`src/common/prefetch_config.svh`:
```
// Prefetcher configuration
`ifndef PREFETCH_CONFIG_SVH
`define PREFETCH_CONFIG_SVH

// log2 of the queue depth, 8 slots
`define PF_LOG_QUEUE_SIZE 3

// block-aligned address width in bits
`define PF_ADDR_WIDTH 32

// block payload width in bits
`define PF_BLOCK_WIDTH 64

// watchdog prescale counter width
`define PF_WATCHDOG_WIDTH 10

`endif

```
`src/common/prefetchTypesPkg.sv`:
```
// Prefetcher base types
`default_nettype none
`include "prefetch_config.svh"

package prefetchTypesPkg;

    // block-aligned address
    typedef logic [`PF_ADDR_WIDTH-1:0] blockAddrT;

    // one block of payload
    typedef logic [`PF_BLOCK_WIDTH-1:0] blockDataT;

    // queue slot index
    typedef logic [`PF_LOG_QUEUE_SIZE-1:0] queueIdxT;

    // occupancy is one bit wider so a full queue fits
    typedef logic [`PF_LOG_QUEUE_SIZE:0] queueCntT;

    // watchdog prescale value
    typedef logic [`PF_WATCHDOG_WIDTH-1:0] prescaleT;

    // queue operations
    typedef enum logic [1:0] {
        opInvalidate = 2'd0,
        opRead       = 2'd1,
        opWriteReq   = 2'd2,
        opWriteResp  = 2'd3
    } queueOpT;

    // answer kinds for a demand read
    typedef enum logic [1:0] {
        lookupMiss    = 2'd0,
        lookupPending = 2'd1,
        lookupHit     = 2'd2
    } lookupKindT;

endpackage

`default_nettype wire

```
`src/common/prefetchBusPkg.sv`:
```
// Prefetcher bus structs
`default_nettype none

package prefetchBusPkg;

    import prefetchTypesPkg::*;

    // one operation offered to or granted into the queue
    typedef struct packed {
        logic      valid;
        queueOpT   op;
        blockAddrT addr;
        blockDataT data;
    } queueReqT;

    // registered answer to a demand read
    typedef struct packed {
        logic       valid;
        lookupKindT kind;
        blockAddrT  addr;
        blockDataT  data;
    } lookupResultT;

    // prefetch fetch toward DRAM, also the shape of a snoop invalidate
    typedef struct packed {
        logic      valid;
        blockAddrT addr;
    } dramReqT;

    // block returning from DRAM
    typedef struct packed {
        logic      valid;
        blockAddrT addr;
        blockDataT data;
    } dramRespT;

endpackage

`default_nettype wire

```
`src/hw/prefetcherQueue/prefetcherQueue.sv`:
```
// Prefetcher block queue
`timescale 1ns/10ps
`default_nettype none
`include "prefetch_config.svh"

module prefetcherQueue
    import prefetchTypesPkg::*;
    import prefetchBusPkg::*;
(
    input  logic         clk,
    input  logic         resetN,
    input  prescaleT     watchdogPrescale,
    input  queueReqT     grantedOp,
    output lookupResultT lookupResult,
    output dramReqT      dramReq,
    output queueCntT     outstandingCnt,
    output logic         queueFull
);

    localparam int QueueSize = 1 << `PF_LOG_QUEUE_SIZE;

    // slot payload
    blockAddrT slotAddr [QueueSize];
    blockDataT slotData [QueueSize];

    // slot flags
    logic [QueueSize-1:0] validVec;
    logic [QueueSize-1:0] dataValidVec;
    logic [QueueSize-1:0] outstandingVec;
    logic [QueueSize-1:0] staleVec;
    logic [QueueSize-1:0] validNext;
    logic [QueueSize-1:0] dataValidNext;
    logic [QueueSize-1:0] outstandingNext;
    logic [QueueSize-1:0] staleNext;

    // ring bookkeeping with tail at the next free slot
    queueIdxT headPtr;
    queueIdxT tailPtr;
    queueIdxT headNext;
    queueIdxT tailNext;
    queueCntT usedCnt;
    queueCntT usedNext;
    logic     queueEmpty;

    // address match and pop range
    logic                 addrHit;
    queueIdxT             matchIdx;
    queueIdxT             popDist;
    logic [QueueSize-1:0] olderMask;

    // decoded operation
    logic doRead;
    logic doPop;
    logic doFlush;
    logic doAppend;
    logic doFill;
    logic doInval;
    logic doAdvance;

    // watchdog divider
    prescaleT prescaleCnt;
    logic     watchdogTick;

    // lowest matching valid slot wins
    always_comb begin
        addrHit  = 1'b0;
        matchIdx = '0;
        for (int i = QueueSize - 1; i >= 0; i--) begin
            if (validVec[i] && (slotAddr[i] == grantedOp.addr)) begin
                addrHit  = 1'b1;
                matchIdx = queueIdxT'(i);
            end
        end
    end

    // slots between head and the matched slot are older
    always_comb begin
        popDist = matchIdx - headPtr;
        for (int i = 0; i < QueueSize; i++) begin
            olderMask[i] = (queueIdxT'(i) - headPtr) < popDist;
        end
    end

    assign queueFull  = (usedCnt == queueCntT'(QueueSize));
    assign queueEmpty = (usedCnt == '0);

    assign doRead   = grantedOp.valid && (grantedOp.op == opRead);
    assign doPop    = doRead && addrHit;
    assign doFlush  = doRead && !addrHit;
    // a block already queued is not fetched twice
    assign doAppend = grantedOp.valid && (grantedOp.op == opWriteReq) && !queueFull && !addrHit;
    assign doFill   = grantedOp.valid && (grantedOp.op == opWriteResp) && addrHit;
    assign doInval  = grantedOp.valid && (grantedOp.op == opInvalidate) && addrHit;
    // dead head slots are skipped one per cycle
    assign doAdvance = !doPop && !doFlush && !queueEmpty && !validVec[headPtr];

    // ticks once every watchdogPrescale + 1 cycles
    assign watchdogTick = (prescaleCnt >= watchdogPrescale);

    always_ff @(posedge clk or negedge resetN) begin
        if (!resetN) begin
            prescaleCnt <= '0;
        end else if (watchdogTick) begin
            prescaleCnt <= '0;
        end else begin
            prescaleCnt <= prescaleCnt + 1'b1;
        end
    end

    // next flag and pointer state
    always_comb begin
        validNext       = validVec;
        dataValidNext   = dataValidVec;
        outstandingNext = outstandingVec;
        staleNext       = staleVec;
        headNext        = headPtr;
        tailNext        = tailPtr;
        usedNext        = usedCnt;

        // evict what was already stale and mark the survivors
        if (watchdogTick) begin
            validNext = validVec & ~staleVec;
            staleNext = validVec & ~staleVec;
        end

        if (doAppend) begin
            validNext[tailPtr]       = 1'b1;
            dataValidNext[tailPtr]   = 1'b0;
            outstandingNext[tailPtr] = 1'b1;
            staleNext[tailPtr]       = 1'b0;
            tailNext                 = tailPtr + 1'b1;
            usedNext                 = usedCnt + 1'b1;
        end

        // a response touches the slot so it survives a tick in the same cycle
        if (doFill) begin
            validNext[matchIdx]       = 1'b1;
            dataValidNext[matchIdx]   = 1'b1;
            outstandingNext[matchIdx] = 1'b0;
            staleNext[matchIdx]       = 1'b0;
        end

        if (doInval) begin
            dataValidNext[matchIdx] = 1'b0;
        end

        // hit keeps its own slot and drops everything older
        if (doPop) begin
            validNext           = validNext & ~olderMask;
            validNext[matchIdx] = 1'b1;
            staleNext[matchIdx] = 1'b0;
            headNext            = matchIdx;
            usedNext            = usedCnt - queueCntT'(popDist);
        end

        if (doFlush) begin
            validNext = '0;
            headNext  = tailPtr;
            usedNext  = '0;
        end

        if (doAdvance) begin
            headNext = headPtr + 1'b1;
            usedNext = usedNext - 1'b1;
        end

        // dead slots carry no flags
        dataValidNext   = dataValidNext & validNext;
        outstandingNext = outstandingNext & validNext;
        staleNext       = staleNext & validNext;
    end

    always_ff @(posedge clk or negedge resetN) begin
        if (!resetN) begin
            validVec       <= '0;
            dataValidVec   <= '0;
            outstandingVec <= '0;
            staleVec       <= '0;
            headPtr        <= '0;
            tailPtr        <= '0;
            usedCnt        <= '0;
        end else begin
            validVec       <= validNext;
            dataValidVec   <= dataValidNext;
            outstandingVec <= outstandingNext;
            staleVec       <= staleNext;
            headPtr        <= headNext;
            tailPtr        <= tailNext;
            usedCnt        <= usedNext;
        end
    end

    // slot payload
    always_ff @(posedge clk) begin
        if (doAppend) begin
            slotAddr[tailPtr] <= grantedOp.addr;
        end
        if (doFill) begin
            slotData[matchIdx] <= grantedOp.data;
        end
    end

    // read answer and DRAM fetch one cycle after the grant
    always_ff @(posedge clk or negedge resetN) begin
        if (!resetN) begin
            lookupResult <= '0;
            dramReq      <= '0;
        end else begin
            lookupResult.valid <= doRead;
            lookupResult.addr  <= grantedOp.addr;
            if (!addrHit) begin
                lookupResult.kind <= lookupMiss;
                lookupResult.data <= '0;
            end else if (dataValidVec[matchIdx]) begin
                lookupResult.kind <= lookupHit;
                lookupResult.data <= slotData[matchIdx];
            end else begin
                lookupResult.kind <= lookupPending;
                lookupResult.data <= '0;
            end
            dramReq.valid <= doAppend;
            dramReq.addr  <= grantedOp.addr;
        end
    end

    // slots still waiting for DRAM
    always_comb begin
        outstandingCnt = '0;
        for (int i = 0; i < QueueSize; i++) begin
            outstandingCnt = outstandingCnt + queueCntT'(outstandingVec[i]);
        end
    end

    // head meets tail only in a full or an empty ring
    // an empty ring holds no live slot
    fullNotEmpty: assert property (@(posedge clk) disable iff (!resetN)
        (!queueFull || (headPtr == tailPtr))
        && (!queueEmpty || ((headPtr == tailPtr) && (validVec == '0))));

    // a fetch only claims a free tail slot, never one of a full ring
    noFetchWhenFull: assert property (@(posedge clk) disable iff (!resetN)
        dramReq.valid |-> !$past(validVec[tailPtr]));

endmodule

`default_nettype wire

```
`src/hw/strideDetector.sv`:
```
// Miss stride detector
`timescale 1ns/10ps
`default_nettype none

module strideDetector
    import prefetchTypesPkg::*;
    import prefetchBusPkg::*;
(
    input  logic         clk,
    input  logic         resetN,
    input  lookupResultT lookupResult,
    input  logic         queueFull,
    input  logic         prefetchTaken,
    output queueReqT     prefetchCand
);

    // training progress
    typedef enum logic [1:0] {
        stIdle,
        stOneMiss,
        stStrided,
        stStream
    } strideStateT;

    strideStateT state;
    blockAddrT   lastMiss;
    blockAddrT   lastStride;
    blockAddrT   nextAddr;
    blockAddrT   newStride;
    logic        candPending;
    logic        holdCand;
    logic        isMiss;
    logic        isQueued;

    assign newStride = lookupResult.addr - lastMiss;
    assign isMiss    = lookupResult.valid && (lookupResult.kind == lookupMiss);
    // pending counts too, the block is already on its way
    assign isQueued  = lookupResult.valid && (lookupResult.kind != lookupMiss);
    // an offered candidate is frozen until the arbiter takes it
    assign holdCand  = candPending && !prefetchTaken;

    always_ff @(posedge clk or negedge resetN) begin
        if (!resetN) begin
            state       <= stIdle;
            lastMiss    <= '0;
            lastStride  <= '0;
            nextAddr    <= '0;
            candPending <= 1'b0;
        end else begin
            if (prefetchTaken) begin
                candPending <= 1'b0;
            end
            if (isMiss) begin
                lastMiss <= lookupResult.addr;
                if (state == stIdle) begin
                    state <= stOneMiss;
                end else if ((state != stOneMiss) && (newStride == lastStride)
                             && (newStride != '0)) begin
                    // confirmed, aim one stride past this miss
                    state <= stStream;
                    if (!holdCand) begin
                        nextAddr    <= lookupResult.addr + newStride;
                        candPending <= 1'b1;
                    end
                end else begin
                    // retrain on the new stride
                    lastStride  <= newStride;
                    state       <= (newStride != '0) ? stStrided : stOneMiss;
                    candPending <= 1'b0;
                end
            end else if (isQueued && (state == stStream) && !holdCand) begin
                // stay one block ahead of demand
                nextAddr    <= nextAddr + lastStride;
                candPending <= 1'b1;
            end
        end
    end

    // nothing is offered while the queue is full
    always_comb begin
        prefetchCand.valid = candPending && !queueFull;
        prefetchCand.op    = opWriteReq;
        prefetchCand.addr  = nextAddr;
        prefetchCand.data  = '0;
    end

    candStable: assert property (@(posedge clk) disable iff (!resetN)
        (prefetchCand.valid && !prefetchTaken) |=> (prefetchCand.addr == $past(prefetchCand.addr)));

endmodule

`default_nettype wire

```
`src/hw/queueArbiter.sv`:
```
// Queue port arbiter
`timescale 1ns/10ps
`default_nettype none

module queueArbiter
    import prefetchBusPkg::*;
(
    input  queueReqT respReq,
    input  queueReqT invalReq,
    input  queueReqT demandReq,
    input  queueReqT prefetchCand,
    output queueReqT grantedOp,
    output logic     demandStall,
    output logic     prefetchTaken
);

    // one grant bit per peer with the response highest
    logic grantResp;
    logic grantInval;
    logic grantDemand;
    logic grantPref;

    // DRAM returns always win so no block is lost
    assign grantResp   = respReq.valid;
    assign grantInval  = invalReq.valid && !respReq.valid;
    assign grantDemand = demandReq.valid && !respReq.valid && !invalReq.valid;
    assign grantPref   = prefetchCand.valid && !respReq.valid && !invalReq.valid
                         && !demandReq.valid;

    always_comb begin
        if (grantResp) begin
            grantedOp = respReq;
        end else if (grantInval) begin
            grantedOp = invalReq;
        end else if (grantDemand) begin
            grantedOp = demandReq;
        end else if (grantPref) begin
            grantedOp = prefetchCand;
        end else begin
            grantedOp = '0;
        end
    end

    // the cache holds a losing read and retries
    assign demandStall   = demandReq.valid && !grantDemand;
    assign prefetchTaken = grantPref;

endmodule

`default_nettype wire

```
`src/hw/prefetcherTop.sv`:
```
// Block prefetcher top level
`timescale 1ns/10ps
`default_nettype none

module prefetcherTop
    import prefetchTypesPkg::*;
    import prefetchBusPkg::*;
(
    input  logic         clk,
    input  logic         resetN,
    input  prescaleT     watchdogPrescale,
    input  queueReqT     demandReq,
    input  dramReqT      snoopInval,
    input  dramRespT     dramResp,
    output lookupResultT lookupResult,
    output dramReqT      dramReq,
    output logic         demandStall,
    output queueCntT     outstandingCnt,
    output logic         queueFull
);

    // opcode-tagged peers
    queueReqT respReq;
    queueReqT invalReq;
    queueReqT readReq;
    queueReqT prefetchCand;
    queueReqT grantedOp;
    logic     prefetchTaken;

    always_comb begin
        respReq.valid  = dramResp.valid;
        respReq.op     = opWriteResp;
        respReq.addr   = dramResp.addr;
        respReq.data   = dramResp.data;

        invalReq.valid = snoopInval.valid;
        invalReq.op    = opInvalidate;
        invalReq.addr  = snoopInval.addr;
        invalReq.data  = '0;

        // a demand lookup is always a read
        readReq.valid  = demandReq.valid;
        readReq.op     = opRead;
        readReq.addr   = demandReq.addr;
        readReq.data   = demandReq.data;
    end

    strideDetector u_stride (
        .clk          (clk),
        .resetN       (resetN),
        .lookupResult (lookupResult),
        .queueFull    (queueFull),
        .prefetchTaken(prefetchTaken),
        .prefetchCand (prefetchCand)
    );

    queueArbiter u_arb (
        .respReq      (respReq),
        .invalReq     (invalReq),
        .demandReq    (readReq),
        .prefetchCand (prefetchCand),
        .grantedOp    (grantedOp),
        .demandStall  (demandStall),
        .prefetchTaken(prefetchTaken)
    );

    prefetcherQueue u_queue (
        .clk             (clk),
        .resetN          (resetN),
        .watchdogPrescale(watchdogPrescale),
        .grantedOp       (grantedOp),
        .lookupResult    (lookupResult),
        .dramReq         (dramReq),
        .outstandingCnt  (outstandingCnt),
        .queueFull       (queueFull)
    );

endmodule

`default_nettype wire

```
`config.mk`:
```
export PLATFORM = sky130hd
export DESIGN_NAME = prefetcherTop
export DESIGN_NICKNAME = d
export VERILOG_FILES = /design/src/common/prefetchTypesPkg.sv /design/src/common/prefetchBusPkg.sv /design/src/hw/prefetcherQueue/prefetcherQueue.sv /design/src/hw/strideDetector.sv /design/src/hw/queueArbiter.sv /design/src/hw/prefetcherTop.sv
export VERILOG_INCLUDE_DIRS = /design/src /design/src/common
export SDC_FILE = /design/constraint.sdc
export NUM_CORES = 2
export LEC_CHECK = 0
export BUFFER_PORTS_ARGS = -buffer_cell sky130_fd_sc_hd__buf_2
export CAP_MARGIN = 15
export CORE_ASPECT_RATIO = 0.6
export CORE_MARGIN = 2
export CORE_UTILIZATION = 40
export DETAILED_ROUTE_END_ITERATION = 16
export GPL_ROUTABILITY_DRIVEN = 0
export PLACE_DENSITY = 0.55
export SLEW_MARGIN = 10
export SYNTH_ARGS = -nofsm -noshare
export SYNTH_HDL_FRONTEND = slang
export SYNTH_HIERARCHICAL = 1
export SYNTH_SLANG_ARGS = --single-unit
```
`constraint.sdc`:
```
create_clock -name clk -period 13.4 [get_ports clk]
set_input_delay 0.67 -clock clk [delete_from_list [all_inputs] [get_ports clk]]
set_output_delay 0.67 -clock clk [all_outputs]
set_load 0.03 [all_outputs]
```
# [Word level (Yosys, flattened, before mapping)]
# Memory sizes are Yosys's and may differ from the RTL's.
# Index checks and enable logic that the tools add are counted.
# Widths: inputs -> output; s select.
[classes] n_addsub=25 n_eq_ne=18 n_lt_le_gt_ge=14 reduce_logical=60 n_bitwise=22 muxes=72
[op_table] op="$mux 99" n=4
[op_table] op="$eq 32x32->1" n=9
[op_table] op="$mux 32" n=5
[op_table] op="$mux 64" n=2
[op_table] op="$mux 8" n=14
[op_table] op="$and 8x8->8" n=11
[op_table] op="$add 32x32->32" n=2
[op_table] op="$or 8x8->8" n=5
[op_table] op="$logic_and 1x1->1" n=38
[op_table] op="$mux 3" n=11
[op_table] op="$not 8->8" n=4
[op_table] op="$reduce_bool 32->1" n=1
[op_table] op="$sub 32x32->32" n=1
[op_table] op="$add 4x1->4" n=6
[op_table] op="$lt 3x3->1" n=8
[op_table] op="$mux 1" n=22
[op_table] op="$mux 4" n=4
[op_table] op="$logic_not 1->1" n=12
[op_table] op="$lt 3x4->1 const B" n=3
[op_table] op="$sub 3x3->3 const A" n=4
[op_table] op="$add 10x1->10 const B" n=1
[op_table] op="$ge 10x10->1" n=1
[op_table] op="$mux 10" n=1
[op_table] op="$mux 2" n=5
[op_table] op="23 further kinds" n=37
[totals] inputBits=241 ff_bits=251 ram_bits=768 elab_cells=231 n_memories=2 output_inout_bits=138
[mem_list] name="u_queue.slotData" depth=8 width=64 rd=1 rd_clocked_by_memory_dff=0 write_ports=1 line="prefetcherQueue.sv:24" rtl="blockDataT slotData [QueueSize];"
[mem_list] name="u_queue.slotAddr" depth=8 width=32 rd=8 rd_clocked_by_memory_dff=0 write_ports=1 line="prefetcherQueue.sv:23" rtl="blockAddrT slotAddr [QueueSize];"

# [Longest topological paths before layout]
[depth] ltp_word=31 mapped_depth=34 depth_no_buf=27

# [Cells and area by module]
# Netlist, hierarchy kept.
[modules_own_cells] module="prefetcherQueue" n_inst=1 area_per_inst_um2=36636.4 cells_per_inst=2318 seq_area_each_um2=26865.8
[modules_own_cells] module="strideDetector" n_inst=1 area_per_inst_um2=10816.6 cells_per_inst=1259 seq_area_each_um2=2477.4
[modules_own_cells] module="queueArbiter" n_inst=1 area_per_inst_um2=2139.6 cells_per_inst=354 seq_area_each_um2=0.0
[modules_own_cells] module="prefetcherTop" n_inst=1 area_per_inst_um2=7.5 cells_per_inst=2 seq_area_each_um2=0.0

# [Worst setup path after synthesis]
# No wires, ideal clock.
[synth_timing] path_kind="register to register" from="register u_queue.usedCnt[1]" to="memory u_queue/slotData[6][0] (netlist name) (enable)" n_path_buf=5 t_required_ns=12.836 setup_time_ns=0.564 arrival_time_ns=9.086 path_slack_ns=3.749 stages_incl_launch_ff=23 synth_period_minus_slack_ns=9.651 cell_sequence="dfrtp_1 > inv_1 > ha_1 > inv_1 > nor3b_1 > nor2b_1 > nor2b_1 > buf_2 > buf_4 > buf_4 > a22oi_1 > a21oi_1 > buf_2 > xor2_1 > nor4_1 > nand4_1 > or4_4 > nand2_1 > nor2_1 > nand2_1 > nand4_1 > clkbuf_1 > nor3_1"
[synth_lines] item="from (decl)" line="prefetcherQueue.sv:41" rtl="queueCntT usedCnt;"
[synth_lines] item="from (signal assigned)" line="prefetcherQueue.sv:189" rtl="usedCnt <= usedNext;"
[synth_lines] item="to (decl)" line="prefetcherQueue.sv:24"

==> impl_metrics.toml <==
[status]
status = "finished clean"

[synthesis]
yosysMostFrequentCell = "edfxtp_1"
synth_common_cells = "edfxtp_1, dfrtp_1, xnor2_1, a21oi_1, nor2_1"
ys_types = 112
yosys-top-cells-area = "edfxtp_1, dfrtp_1, xnor2_1"
avgSynthCellArea_um2 = 12.61
synth_seq_cells = 1019
yosysWarnings = 6
synth_top_area_share = 0.4650
synth-main-ff-cell = "edfxtp_1"
synth_async_sr_flop_share = 0.2463
synth.cell_area_mm2 = 0.04960
synth_top_cell_by_area = "edfxtp_1"
yosysSeqAreaShare = 0.5916
syn_inst = 3933
synth_edf_count = 768

[drt]
drt_iter0_drc = 3220
drc = 0
vias = 33590
wl_met1_um = 75430
via_per_inst = 5.574
avgRoutedWirePerCell_um = 24.52
drt_wl_total_um = 147800
met2_length_um = 59250
dr.pass1.iters = 5
dr_wl_met3_um = 10460
antenna_left = 0
dr.max_layer_used = "met5"

[floorplan]
start_util = 0.4016
dieArea_mm2 = 0.1269
coreArea_mm2 = 0.1235
pin_count = 379
fp.dieW_um = 458.6
die_y_um = 276.8
num_rows = 100

[clocking]
htreeDepth = 3
cts_hold_buf = 1
worstSkewPairLatency_ns = 0.72
numClockSinks = 1019
cts_made_buffers = 98
cts_buffer_depth = 3
cts_tree = "built"
postCtsResizedCells = 0
path_clk_slew_ns = 0.06
post_cts_buffers = 0
cts_root_buf = "clkbuf_16"

[critical_path]
critPathArrivalTime_ns = 10.04
r2r_setup_slack_ns = 3.97
max_stage_delay_ns = 0.65
worstPathRequired_ns = 14.01
worstReg2RegStart = "u_queue/usedCnt[1]$_DFF_PN0_"
path_class = "register to register"
r2r_end = "u_queue/staleVec[6]$_DFF_PN0_"
critPathCaptureType = "register"
r2r_cells = 29
path_max_fanout = 61
slowest_stage = "buf_4"
cpMostUsedCell = "buf_4"
crit_path_start_kind = "register"

[global_routing]
antenna_found_initial = 10
grt_max_degree = 100
grt_overflow = 0
grt_use_total = 0.2292
grt_pass1_vias = 31600
grt_pass1_wl_um = 217100

[placed_design]
io_buffers = 376
dp_hpwl_um = 96090

[power_and_ir_drop]
power_density_mw_per_mm2 = 169.4
total_power_mw = 9.544
p_leak_nw = 21.14
ir_drop_uv = 94.52

[timing]
max_freq_ghz = 0.1060
maxSlewViolCount = 0
rsz0062_at_grt = "false"
worst-slew-pin-transition_ns = 1.157
whs_ns = 0.5075
tns_ns = 0
skew_ns = 0.05137
setup_viol = 0
period_minus_slack_ns = 9.433
hold_violations = 0
relSlewSlack = 0.2288
min_period_over_period = 0.7039

[cells_and_area]
area_growth_pct = 13.62
drive_gt1_frac = 0.1779
nNetsFinal = 4686

[min_path]
min_path_type = "primary input to async pin"

[flow_run]
drv_cap = 0
## cells by family (layout without fill, tap and decap cells)
family	after synthesis	count (layout)	share of synthesized area
XOR/XNOR	383	383	0.06947
AND/OR/NAND/NOR	767	767	0.07981
AO/OA/AOI/OAI	1049	1049	0.1449
adder cells (fa/ha/maj)	136	136	0.03547
multiplexers	143	143	0.03302
other	4	141	0.0003026
flip-flops	1019	1019	0.5916
buffers and inverters	432	757	0.04546
## final cells by class
| class | count | area (um2) |
|---|---|---|
| flip-flops and latches | 1019 | 29340 |
| inverters | 120 | 452.9 |
| clock inverters | 51 | 466.7 |
| diodes | 5 | 12.51 |
| multi-input cells | 2614 | 18830 |
| fillers | 11160 | 67140 |
| clock buffers | 129 | 2700 |
| repair buffers | 457 | 2505 |
| well taps | 1632 | 2042 |
## report_power, final
part / internal [mW] / switching, mW
Sequential: 3.63 / 0.211
Clock: 1.52 / 1.24
Combinational: 1.13 / 1.80
Total: 6.29 / 3.26
## per-stage QoR
stage          setup slack, ns  utilization  std cells  cell area [um2]
2_1_floorplan            3.749            -       4065            50100
3_3_place_gp             4.387       0.4305       5841            53170
3_5_place_dp             4.289       0.4305       5841            53170
4_1_cts                  4.267       0.4563       6022            56340
5_1_grt                  3.628       0.4564       6027            56360
6_report                 3.967       0.4564       6027            56360
## cells in the final DEF (no fill, tap or decap), types with 136 or more instances in the layout
cell type | Yosys | layout
conb_1 | 4 | 136
buf_2 | 92 | 374
nand2_1 | 169 | 165
o21ai_0 | 178 | 178
xnor2_1 | 223 | 223
edfxtp_1 | 768 | 768
o22ai_1 | 178 | 178
nor2_1 | 194 | 188
dfrtp_1 | 251 | 251
a21oi_1 | 219 | 187
xor2_1 | 153 | 153
## registers in the layout (all words and copies together), names as in the netlist, 4 cells and up
register	flops
u_queue/outstandingVec	8
u_stride/lastStride	32
u_queue/usedCnt	4
u_queue/lookupResult	67
u_queue/dramReq	33
u_queue/validVec	8
u_queue/staleVec	8
u_queue/prescaleCnt	10
u_queue/dataValidVec	8
u_queue/slotAddr	256
u_queue/slotData	512
u_stride/lastMiss	32
u_stride/nextAddr	32
## critical path: cells and delay by family, from the launching register on
kind,cells,cell delay (ns)
flip-flops,1,0.46
XOR/XNOR,3,1.03
adder cells (fa/ha/maj),4,1.36
AND/OR/NAND/NOR,8,2.47
AO/OA/AOI/OAI,7,1.47
buffers and inverters,7,2.40
## routing by layer
metal	up-vias	GRT usage
met3	148	0.04599
li1	15400	-
met5	-	0
met2	1147	0.3085
met4	2	0.04316
met1	16900	0.3750
## worst max-delay path by stage
stage	end	cells after the start	from
detailed placement	u_queue/staleVec[6]$_DFF_PN0_	29	u_queue/usedCnt[1]$_DFF_PN0_
global placement	u_queue/staleVec[6]$_DFF_PN0_	29	u_queue/usedCnt[1]$_DFF_PN0_
CTS	u_queue/staleVec[6]$_DFF_PN0_	29	u_queue/usedCnt[1]$_DFF_PN0_
global route	u_queue/staleVec[6]$_DFF_PN0_	29	u_queue/usedCnt[1]$_DFF_PN0_
floorplan	u_queue/slotData[6][0]$_DFFE_PP_	22	u_queue/usedCnt[1]$_DFF_PN0_
finish	u_queue/staleVec[6]$_DFF_PN0_	29	u_queue/usedCnt[1]$_DFF_PN0_
Power figures use the tool's default switching activity.
